--- config.mk ---
export PLATFORM = sky130hd
export DESIGN_NAME = axi3_wreorder
export DESIGN_NICKNAME = d
export VERILOG_FILES = /design/src/hw/wreorder_pkg.sv /design/src/hw/axi3_wreorder.sv /design/src/hw/sync_fifo.sv /design/src/hw/w_beat_bank.sv /design/src/hw/w_burst_emit.sv
export SDC_FILE = /design/constraint.sdc
export NUM_CORES = 2
export LEC_CHECK = 0
export BUFFER_PORTS_ARGS = -buffer_cell sky130_fd_sc_hd__buf_2
export CORE_MARGIN = 2
export CORE_UTILIZATION = 35
export CTS_CLUSTER_DIAMETER = 40
export DETAILED_ROUTE_END_ITERATION = 12
export RECOVER_POWER = 100
export SLEW_MARGIN = 20
export SYNTH_ARGS = -nofsm -noshare
export SYNTH_HDL_FRONTEND = slang
export SYNTH_SLANG_ARGS = --single-unit
--- constraint.sdc ---
create_clock -name S_AXI_ACLK -period 9.6 [get_ports S_AXI_ACLK]
set_clock_uncertainty 0.2 [all_clocks]
set_input_delay 1.44 -clock S_AXI_ACLK [delete_from_list [all_inputs] [get_ports S_AXI_ACLK]]
set_output_delay 1.44 -clock S_AXI_ACLK [all_outputs]
set_load 0.1 [all_outputs]
--- src/hw/wreorder_pkg.sv ---
// ID and data widths are fixed here; changing ID_W changes the number of beat FIFOs as 2^ID_W

package wreorder_pkg;

	//////////////////////////////////////////////////////////////////////////////
	// Bus widths
	//////////////////////////////////////////////////////////////////////////////

	// Two ID bits, so four beat FIFOs
	localparam int ID_W = 2;
	localparam int DATA_W = 32;
	// One strobe bit per data byte
	localparam int STRB_W = DATA_W / 8;
	// One beat FIFO for every ID value
	localparam int NUM_IDS = 1 << ID_W;

	//////////////////////////////////////////////////////////////////////////////
	// Vector types
	//////////////////////////////////////////////////////////////////////////////

	typedef logic [ID_W-1:0] axi_id_t;
	typedef logic [DATA_W-1:0] axi_data_t;
	typedef logic [STRB_W-1:0] axi_strb_t;

	// One W beat, as carried on the input, in the FIFOs and on the output
	typedef struct packed {
		axi_id_t id;
		axi_data_t data;
		axi_strb_t strb;
		logic last;
	} w_beat_t;

endpackage

--- src/hw/axi3_wreorder.sv ---
// Takes only AWID from AW; address fields and the B and R channels belong to other logic
`timescale 1ns/1ps

module axi3_wreorder #(
	// AW ID queue holds 2^LG_AW_DEPTH IDs
	parameter int LG_AW_DEPTH = 3,
	// Each beat FIFO holds 2^LG_W_DEPTH beats
	parameter int LG_W_DEPTH = 4
) (
	input logic S_AXI_ACLK,
	input logic S_AXI_ARESETN,
	// AW ID, slave side
	input logic i_s_awvalid,
	output logic o_s_awready,
	input wreorder_pkg::axi_id_t i_s_awid,
	// W, slave side
	input logic i_s_wvalid,
	output logic o_s_wready,
	input wreorder_pkg::w_beat_t i_s_wbeat,
	// W, master side, in AW order
	output logic o_m_wvalid,
	input logic i_m_wready,
	output wreorder_pkg::w_beat_t o_m_wbeat
);

	import wreorder_pkg::*;

	// AW queue
	logic aw_full;
	logic aw_empty;
	logic aw_pop;
	axi_id_t aw_head;

	// Bank to emitter
	axi_id_t sel_id;
	logic bank_pop;
	w_beat_t bank_head;
	logic bank_empty;

	//////////////////////////////////////////////////////////////////////////////
	// AW ID queue
	//////////////////////////////////////////////////////////////////////////////

	assign o_s_awready = !aw_full;

	sync_fifo #(
		.WIDTH(ID_W),
		.LG_DEPTH(LG_AW_DEPTH)
	) u_aw_queue (
		.i_clk(S_AXI_ACLK),
		.i_reset(!S_AXI_ARESETN),
		.i_wr(i_s_awvalid && o_s_awready),
		.i_data(i_s_awid),
		.o_full(aw_full),
		.i_rd(aw_pop),
		.o_data(aw_head),
		.o_empty(aw_empty)
	);

	// Per-ID beat storage
	w_beat_bank #(
		.LG_W_DEPTH(LG_W_DEPTH)
	) u_bank (
		.S_AXI_ACLK(S_AXI_ACLK),
		.S_AXI_ARESETN(S_AXI_ARESETN),
		.i_s_wvalid(i_s_wvalid),
		.o_s_wready(o_s_wready),
		.i_s_wbeat(i_s_wbeat),
		.i_sel_id(sel_id),
		.i_pop(bank_pop),
		.o_head(bank_head),
		.o_head_empty(bank_empty)
	);

	// Burst sequencing and output register
	w_burst_emit u_emit (
		.S_AXI_ACLK(S_AXI_ACLK),
		.S_AXI_ARESETN(S_AXI_ARESETN),
		.i_aw_id(aw_head),
		.i_aw_empty(aw_empty),
		.o_aw_pop(aw_pop),
		.o_sel_id(sel_id),
		.o_pop(bank_pop),
		.i_head(bank_head),
		.i_head_empty(bank_empty),
		.o_m_wvalid(o_m_wvalid),
		.i_m_wready(i_m_wready),
		.o_m_wbeat(o_m_wbeat)
	);

endmodule

--- src/hw/sync_fifo.sv ---
// First-word-fall-through FIFO; i_reset is active high; overflow and underflow are ignored
`timescale 1ns/1ps

module sync_fifo #(
	parameter int WIDTH = 8,
	parameter int LG_DEPTH = 4
) (
	input logic i_clk,
	input logic i_reset,
	// Write side
	input logic i_wr,
	input logic [WIDTH-1:0] i_data,
	output logic o_full,
	// Read side
	input logic i_rd,
	output logic [WIDTH-1:0] o_data,
	output logic o_empty
);

	localparam int DEPTH = 1 << LG_DEPTH;

	// Storage
	logic [WIDTH-1:0] mem [DEPTH];

	// Pointers carry one extra wrap bit to tell full from empty
	logic [LG_DEPTH:0] wr_ptr;
	logic [LG_DEPTH:0] rd_ptr;

	logic do_wr;
	logic do_rd;

	// Equal pointers mean empty
	assign o_empty = (wr_ptr == rd_ptr);
	// Same address but other lap means full
	assign o_full = (wr_ptr[LG_DEPTH] != rd_ptr[LG_DEPTH])
		&& (wr_ptr[LG_DEPTH-1:0] == rd_ptr[LG_DEPTH-1:0]);

	// Requests that would overflow or underflow are ignored
	assign do_wr = i_wr && !o_full;
	assign do_rd = i_rd && !o_empty;

	// Write pointer
	always_ff @(posedge i_clk)
	begin
		if (i_reset)
			wr_ptr <= '0;
		else if (do_wr)
			wr_ptr <= wr_ptr + 1'b1;
	end

	// Read pointer
	always_ff @(posedge i_clk)
	begin
		if (i_reset)
			rd_ptr <= '0;
		else if (do_rd)
			rd_ptr <= rd_ptr + 1'b1;
	end

	// Data write
	always_ff @(posedge i_clk)
	begin
		if (do_wr)
			mem[wr_ptr[LG_DEPTH-1:0]] <= i_data;
	end

	// Head word shown without a read, one cycle after its write
	assign o_data = mem[rd_ptr[LG_DEPTH-1:0]];

endmodule

--- src/hw/w_beat_bank.sv ---
// One FIFO of 2^LG_W_DEPTH beats per ID; WREADY follows the incoming id's FIFO only
`timescale 1ns/1ps

module w_beat_bank #(
	parameter int LG_W_DEPTH = 4
) (
	input logic S_AXI_ACLK,
	input logic S_AXI_ARESETN,
	// Incoming, possibly interleaved, W channel
	input logic i_s_wvalid,
	output logic o_s_wready,
	input wreorder_pkg::w_beat_t i_s_wbeat,
	// Head access for the emitter
	input wreorder_pkg::axi_id_t i_sel_id,
	input logic i_pop,
	output wreorder_pkg::w_beat_t o_head,
	output logic o_head_empty
);

	import wreorder_pkg::*;

	localparam int BEAT_W = $bits(w_beat_t);

	// Per-ID strobes and flags
	logic [NUM_IDS-1:0] fifo_wr;
	logic [NUM_IDS-1:0] fifo_rd;
	logic [NUM_IDS-1:0] fifo_full;
	logic [NUM_IDS-1:0] fifo_empty;

	// Head word of every FIFO
	logic [BEAT_W-1:0] fifo_head [NUM_IDS];

	//////////////////////////////////////////////////////////////////////////////
	// Beat FIFOs
	//////////////////////////////////////////////////////////////////////////////

	for (genvar k = 0; k < NUM_IDS; k++)
	begin : g_fifo
		// Push only into the FIFO named by the beat's id
		assign fifo_wr[k] = i_s_wvalid && o_s_wready
			&& (i_s_wbeat.id == axi_id_t'(k));
		// Pop only the FIFO the emitter is draining
		assign fifo_rd[k] = i_pop && (i_sel_id == axi_id_t'(k));

		sync_fifo #(
			.WIDTH(BEAT_W),
			.LG_DEPTH(LG_W_DEPTH)
		) u_beat_fifo (
			.i_clk(S_AXI_ACLK),
			.i_reset(!S_AXI_ARESETN),
			.i_wr(fifo_wr[k]),
			.i_data(i_s_wbeat),
			.o_full(fifo_full[k]),
			.i_rd(fifo_rd[k]),
			.o_data(fifo_head[k]),
			.o_empty(fifo_empty[k])
		);
	end

	//////////////////////////////////////////////////////////////////////////////
	// Muxes
	//////////////////////////////////////////////////////////////////////////////

	// Ready follows the incoming id's FIFO
	assign o_s_wready = !fifo_full[i_s_wbeat.id];

	// Head and empty flag of the selected ID
	assign o_head = w_beat_t'(fifo_head[i_sel_id]);
	assign o_head_empty = fifo_empty[i_sel_id];

endmodule

--- src/hw/w_burst_emit.sv ---
// Drains one ID at a time in AW order; i_m_wready reaches the bank pop combinationally
`timescale 1ns/1ps

module w_burst_emit (
	input logic S_AXI_ACLK,
	input logic S_AXI_ARESETN,
	// AW ID queue head
	input wreorder_pkg::axi_id_t i_aw_id,
	input logic i_aw_empty,
	output logic o_aw_pop,
	// Beat bank access
	output wreorder_pkg::axi_id_t o_sel_id,
	output logic o_pop,
	input wreorder_pkg::w_beat_t i_head,
	input logic i_head_empty,
	// Reordered W channel
	output logic o_m_wvalid,
	input logic i_m_wready,
	output wreorder_pkg::w_beat_t o_m_wbeat
);

	import wreorder_pkg::*;

	// Burst now being sent
	axi_id_t current_id;
	logic cid_valid;

	// Output register is free or drains this cycle
	logic advance;
	// Current ID may be replaced this cycle
	logic load_slot;

	//////////////////////////////////////////////////////////////////////////////
	// Current burst ID
	//////////////////////////////////////////////////////////////////////////////

	assign advance = !o_m_wvalid || i_m_wready;

	// Idle, or the last beat of the burst leaves now
	assign load_slot = !cid_valid || (o_pop && i_head.last);

	// Take the next ID only if one is queued
	assign o_aw_pop = load_slot && !i_aw_empty;

	always_ff @(posedge S_AXI_ACLK)
	begin
		if (!S_AXI_ARESETN)
			cid_valid <= 1'b0;
		else if (load_slot)
			cid_valid <= !i_aw_empty;
	end

	always_ff @(posedge S_AXI_ACLK)
	begin
		if (!S_AXI_ARESETN)
			current_id <= '0;
		else if (o_aw_pop)
			current_id <= i_aw_id;
	end

	assign o_sel_id = current_id;

	//////////////////////////////////////////////////////////////////////////////
	// Output stage
	//////////////////////////////////////////////////////////////////////////////

	// Pop when the register can take a beat and the burst has one waiting
	assign o_pop = advance && cid_valid && !i_head_empty;

	// Valid holds under back-pressure
	always_ff @(posedge S_AXI_ACLK)
	begin
		if (!S_AXI_ARESETN)
			o_m_wvalid <= 1'b0;
		else if (advance)
			o_m_wvalid <= o_pop;
	end

	// Beat loads only on a pop, so it stays stable while stalled
	always_ff @(posedge S_AXI_ACLK)
	begin
		if (o_pop)
			o_m_wbeat <= i_head;
	end

endmodule

==> metrics.yaml <==
outcome:
  status: "complete, but fails checks"
  violations: "max-capacitance violations, max-slew violations"
logic_synthesis:
  synth_area_mm2: 0.0999
  ys.flop_type: "edfxtp_1"
  netlist_instances: 4029
  yosysUniqueCellTypes: 44
  synth_edf_count: 2551
  syn_area_per_cell_um2: 24.8
  synth_warnings: 0
  synth_seq_cells: 2619
  ys_async_sr_fraction_pct: 0
  yosysSeqAreaShare_pct: 78.1
  synth_fp_nets: 4097
setup_path:
  crit_required_ps: 9810
  crit_buf_inv: 4
  cpPeakStageDelay_ps: 2270
  slowest_stage: "clkbuf_1"
  cp_cell_sequence: "buf_2 > clkbuf_1 > clkbuf_1 > a211oi_1 > nand2_1 > nor2_4 > clkbuf_1"
  rrSetupSlack_ps: 2990
  cp_top_family: "buffers and inverters"
  cp.arrival_ps: 7330
  reg2reg_to: "u_emit.o_m_wbeat[20]"
  crit_type: "in2reg"
  cp_max_fo: 56
  crit_path_end_kind: "register"
  worst_path_most_repeated_cell: "clkbuf_1"
  setup.worst_path.start_class: "primary input"
  r2r_cells: 4
floorplanning:
  core-area_mm2: 0.284
  row_count: 196
  num_io_pins: 88
  start_util_pct: 35.1
  fp.dieArea_mm2: 0.290
  die_x_um: 538
  die_y_um: 538
clocking:
  cts_setup_buffers: 0
  cts_sinks: 2619
  cts_tree: "built"
  clock_latency_ps: 910
  clkTransAtPathRegs_ps: 60
  cts_resized: 0
  clockRootBuffer: "clkbuf_16"
  clock_path_buffers: 4
  cts_buffers: 347
  htree_levels: 5
  postCtsHoldBufs: 0
sta:
  setup_ws_ps: 2480
  rsz0062_at_grt: "false"
  max_freq_mhz: 140
  tns_ps: 0
  slew_viol_final: 3161
  fin_crit_ps: 7120
  setup_viol: 0
  worst_pin_slew_ps: 4590
  relSlewSlack_pct: -206
  fin_crit_sh_pct: 74.2
  finalHoldViolations: 0
flow_run:
  cap_violations: 57
global_route:
  grt_start_max_net_pins: 157
  grt.total_usage_pct: 16.3
  antenna_found_initial: 50
  first_global_vias: 45622
  grt_overflow: 0
  grt_first_pass_wirelength_mm: 342
routing:
  vias: 44900
  first_pass_iters: 5
  wl_mm: 240
  via_per_inst: 5.32
  routedWlPerCell_um: 28.5
  ant_nets: 0
  drc: 0
  drt_iter0_drc: 5389
placed_design:
  io_buffer_count: 87
  dp_slack_ps: 4430
  post-dp-hpwl_mm: 140
  gp_congestion: 0.778
final_layout:
  final-seq-area_mm2: 0.0780
  nFillCells: 24438
  syn_to_final_growth_pct: 16.9
  final_nets: 4456
  drive_gt1_share_pct: 33.2
  multi_input_area_mm2: 0.0211
min_path:
  hp-start: "u_aw_queue.rd_ptr[3]"
  hold_depth: 2
  min_to: "u_aw_queue.rd_ptr[3]"
  hold_class: "reg2reg"
pwr:
  power.density_mw_per_mm2: 230
  vdd_drop_max_mv: 0.128
  power.leakage_nw: 34.9
-- worst register-to-register path, delay by kind of cell (launching register included) --
kind,cells,cell delay (ps)
mux,3,1990
buf+inv,1,3320
flops,1,860
-- how the worst max path moves through the flow --
stage / cells past startpoint / slack [ps] / to / from
after floorplan: 4 / 3990 / u_bank.g_fifo[0].u_beat_fifo.mem[3][0] / i_s_wbeat[37]
after global placement: 7 / 4480 / u_bank.g_fifo[2].u_beat_fifo.mem[15][19] / i_s_wbeat[37]
after detailed placement: 7 / 4430 / u_bank.g_fifo[2].u_beat_fifo.mem[15][24] / i_s_wbeat[37]
after CTS: 5 / 4360 / o_s_wready / u_bank.g_fifo[2].u_beat_fifo.wr_ptr[3]
after global routing: 4 / 2170 / u_emit.o_m_wbeat[27] / register
final: 7 / 2480 / u_bank.g_fifo[0].u_beat_fifo.mem[10][27] / i_s_wbeat[38]
-- per-layer routing --
metal / up-vias / GRT usage, % / wire length [um]
met5: - / 0 / 33
met4: 6 / 3.86 / 4930
met3: 334 / 3.08 / 18700
met2: 1725 / 26.1 / 117000
met1: 24579 / 23.1 / 99400
li1: 18256 / - / -
-- report_power, final --
part           switching, mW  internal [mW]  total, mW
clock                   5.12           7.64       12.8
combinational          0.957          0.382       1.34
sequential            0.0786           12.7       12.8
-- placed cells by master (no fill, tap or decap), types with 18 or more instances in the layout --
master	n
dfxtp_1	51
clkinv_2	31
clkinv_1	30
nor2_4	36
inv_6	50
buf_2	35
nor3_1	21
and2_1	18
clkbuf_16	350
clkinv_4	44
xor2_1	30
clkinvlp_4	31
edfxtp_1	2551
bufinv_16	29
mux4_2	817
clkbuf_1	134
buf_4	69
nand2_1	44
and2_0	26
xnor2_1	27
ha_1	22
nor2_1	28
-- Yosys cell counts (20+ instances only) --
| cell | n | share of area, % |
|---|---|---|
| and2_1 | 44 | 0.28 |
| buf_1 | 20 | 0.075 |
| buf_2 | 88 | 0.44 |
| clkbuf_1 | 79 | 0.30 |
| dfxtp_1 | 68 | 1.4 |
| edfxtp_1 | 2551 | 77 |
| ha_1 | 22 | 0.28 |
| mux4_2 | 817 | 18 |
| nand2_1 | 44 | 0.17 |
| nor2_1 | 64 | 0.24 |
| nor3_1 | 21 | 0.11 |
| xnor2_1 | 27 | 0.24 |
| xor2_1 | 30 | 0.26 |
-- per-stage QoR --
step,power [mW],instances,utilization [%],hold slack (ps),instance area [um^2]
finish,26.9,8445,41.0,279,117000
floorplan,13.7,4029,-,254,99900
global route,27.6,8437,41.0,301,117000
global placement,14.3,7801,37.1,275,106000
CTS,27.1,8428,41.2,285,117000
detailed placement,14.4,7801,37.1,276,106000
-- state kept, by name (all words and copies together), names as in the netlist, named ones only --
register / count
u_bank.g_fifo.u_beat_fifo.mem: 2496
u_emit.o_m_wbeat: 39
u_bank.g_fifo.u_beat_fifo.rd_ptr: 20
u_bank.g_fifo.u_beat_fifo.wr_ptr: 20
u_aw_queue.mem: 16
u_aw_queue.rd_ptr: 4
u_aw_queue.wr_ptr: 4
u_emit.o_sel_id: 2
u_emit.cid_valid: 1
u_emit.o_m_wvalid: 1
-- layout make-up --
type                            instances  share of cell area [%]
Tap cell                             3762                    4.03
Inverter                               18                  0.0589
Clock buffer                          383                    7.62
Clock inverter                        244                    2.32
Multi-Input combinational cell       1190                    18.1
Antenna cell                           17                  0.0364
Sequential cell                      2619                    66.8
Timing Repair Buffer                  212                    1.02
-- cell families after synthesis --
kind of cell	synth area share, %
AOI/OAI and AO/OA	0.322
DFF	78.1
adders and majority gates	0.276
xor gates and xnor gates	0.500
and+or+nand+nor	1.19
buffers and inverters	1.05
muxes	18.6
(Power assumes the default switching activity.)
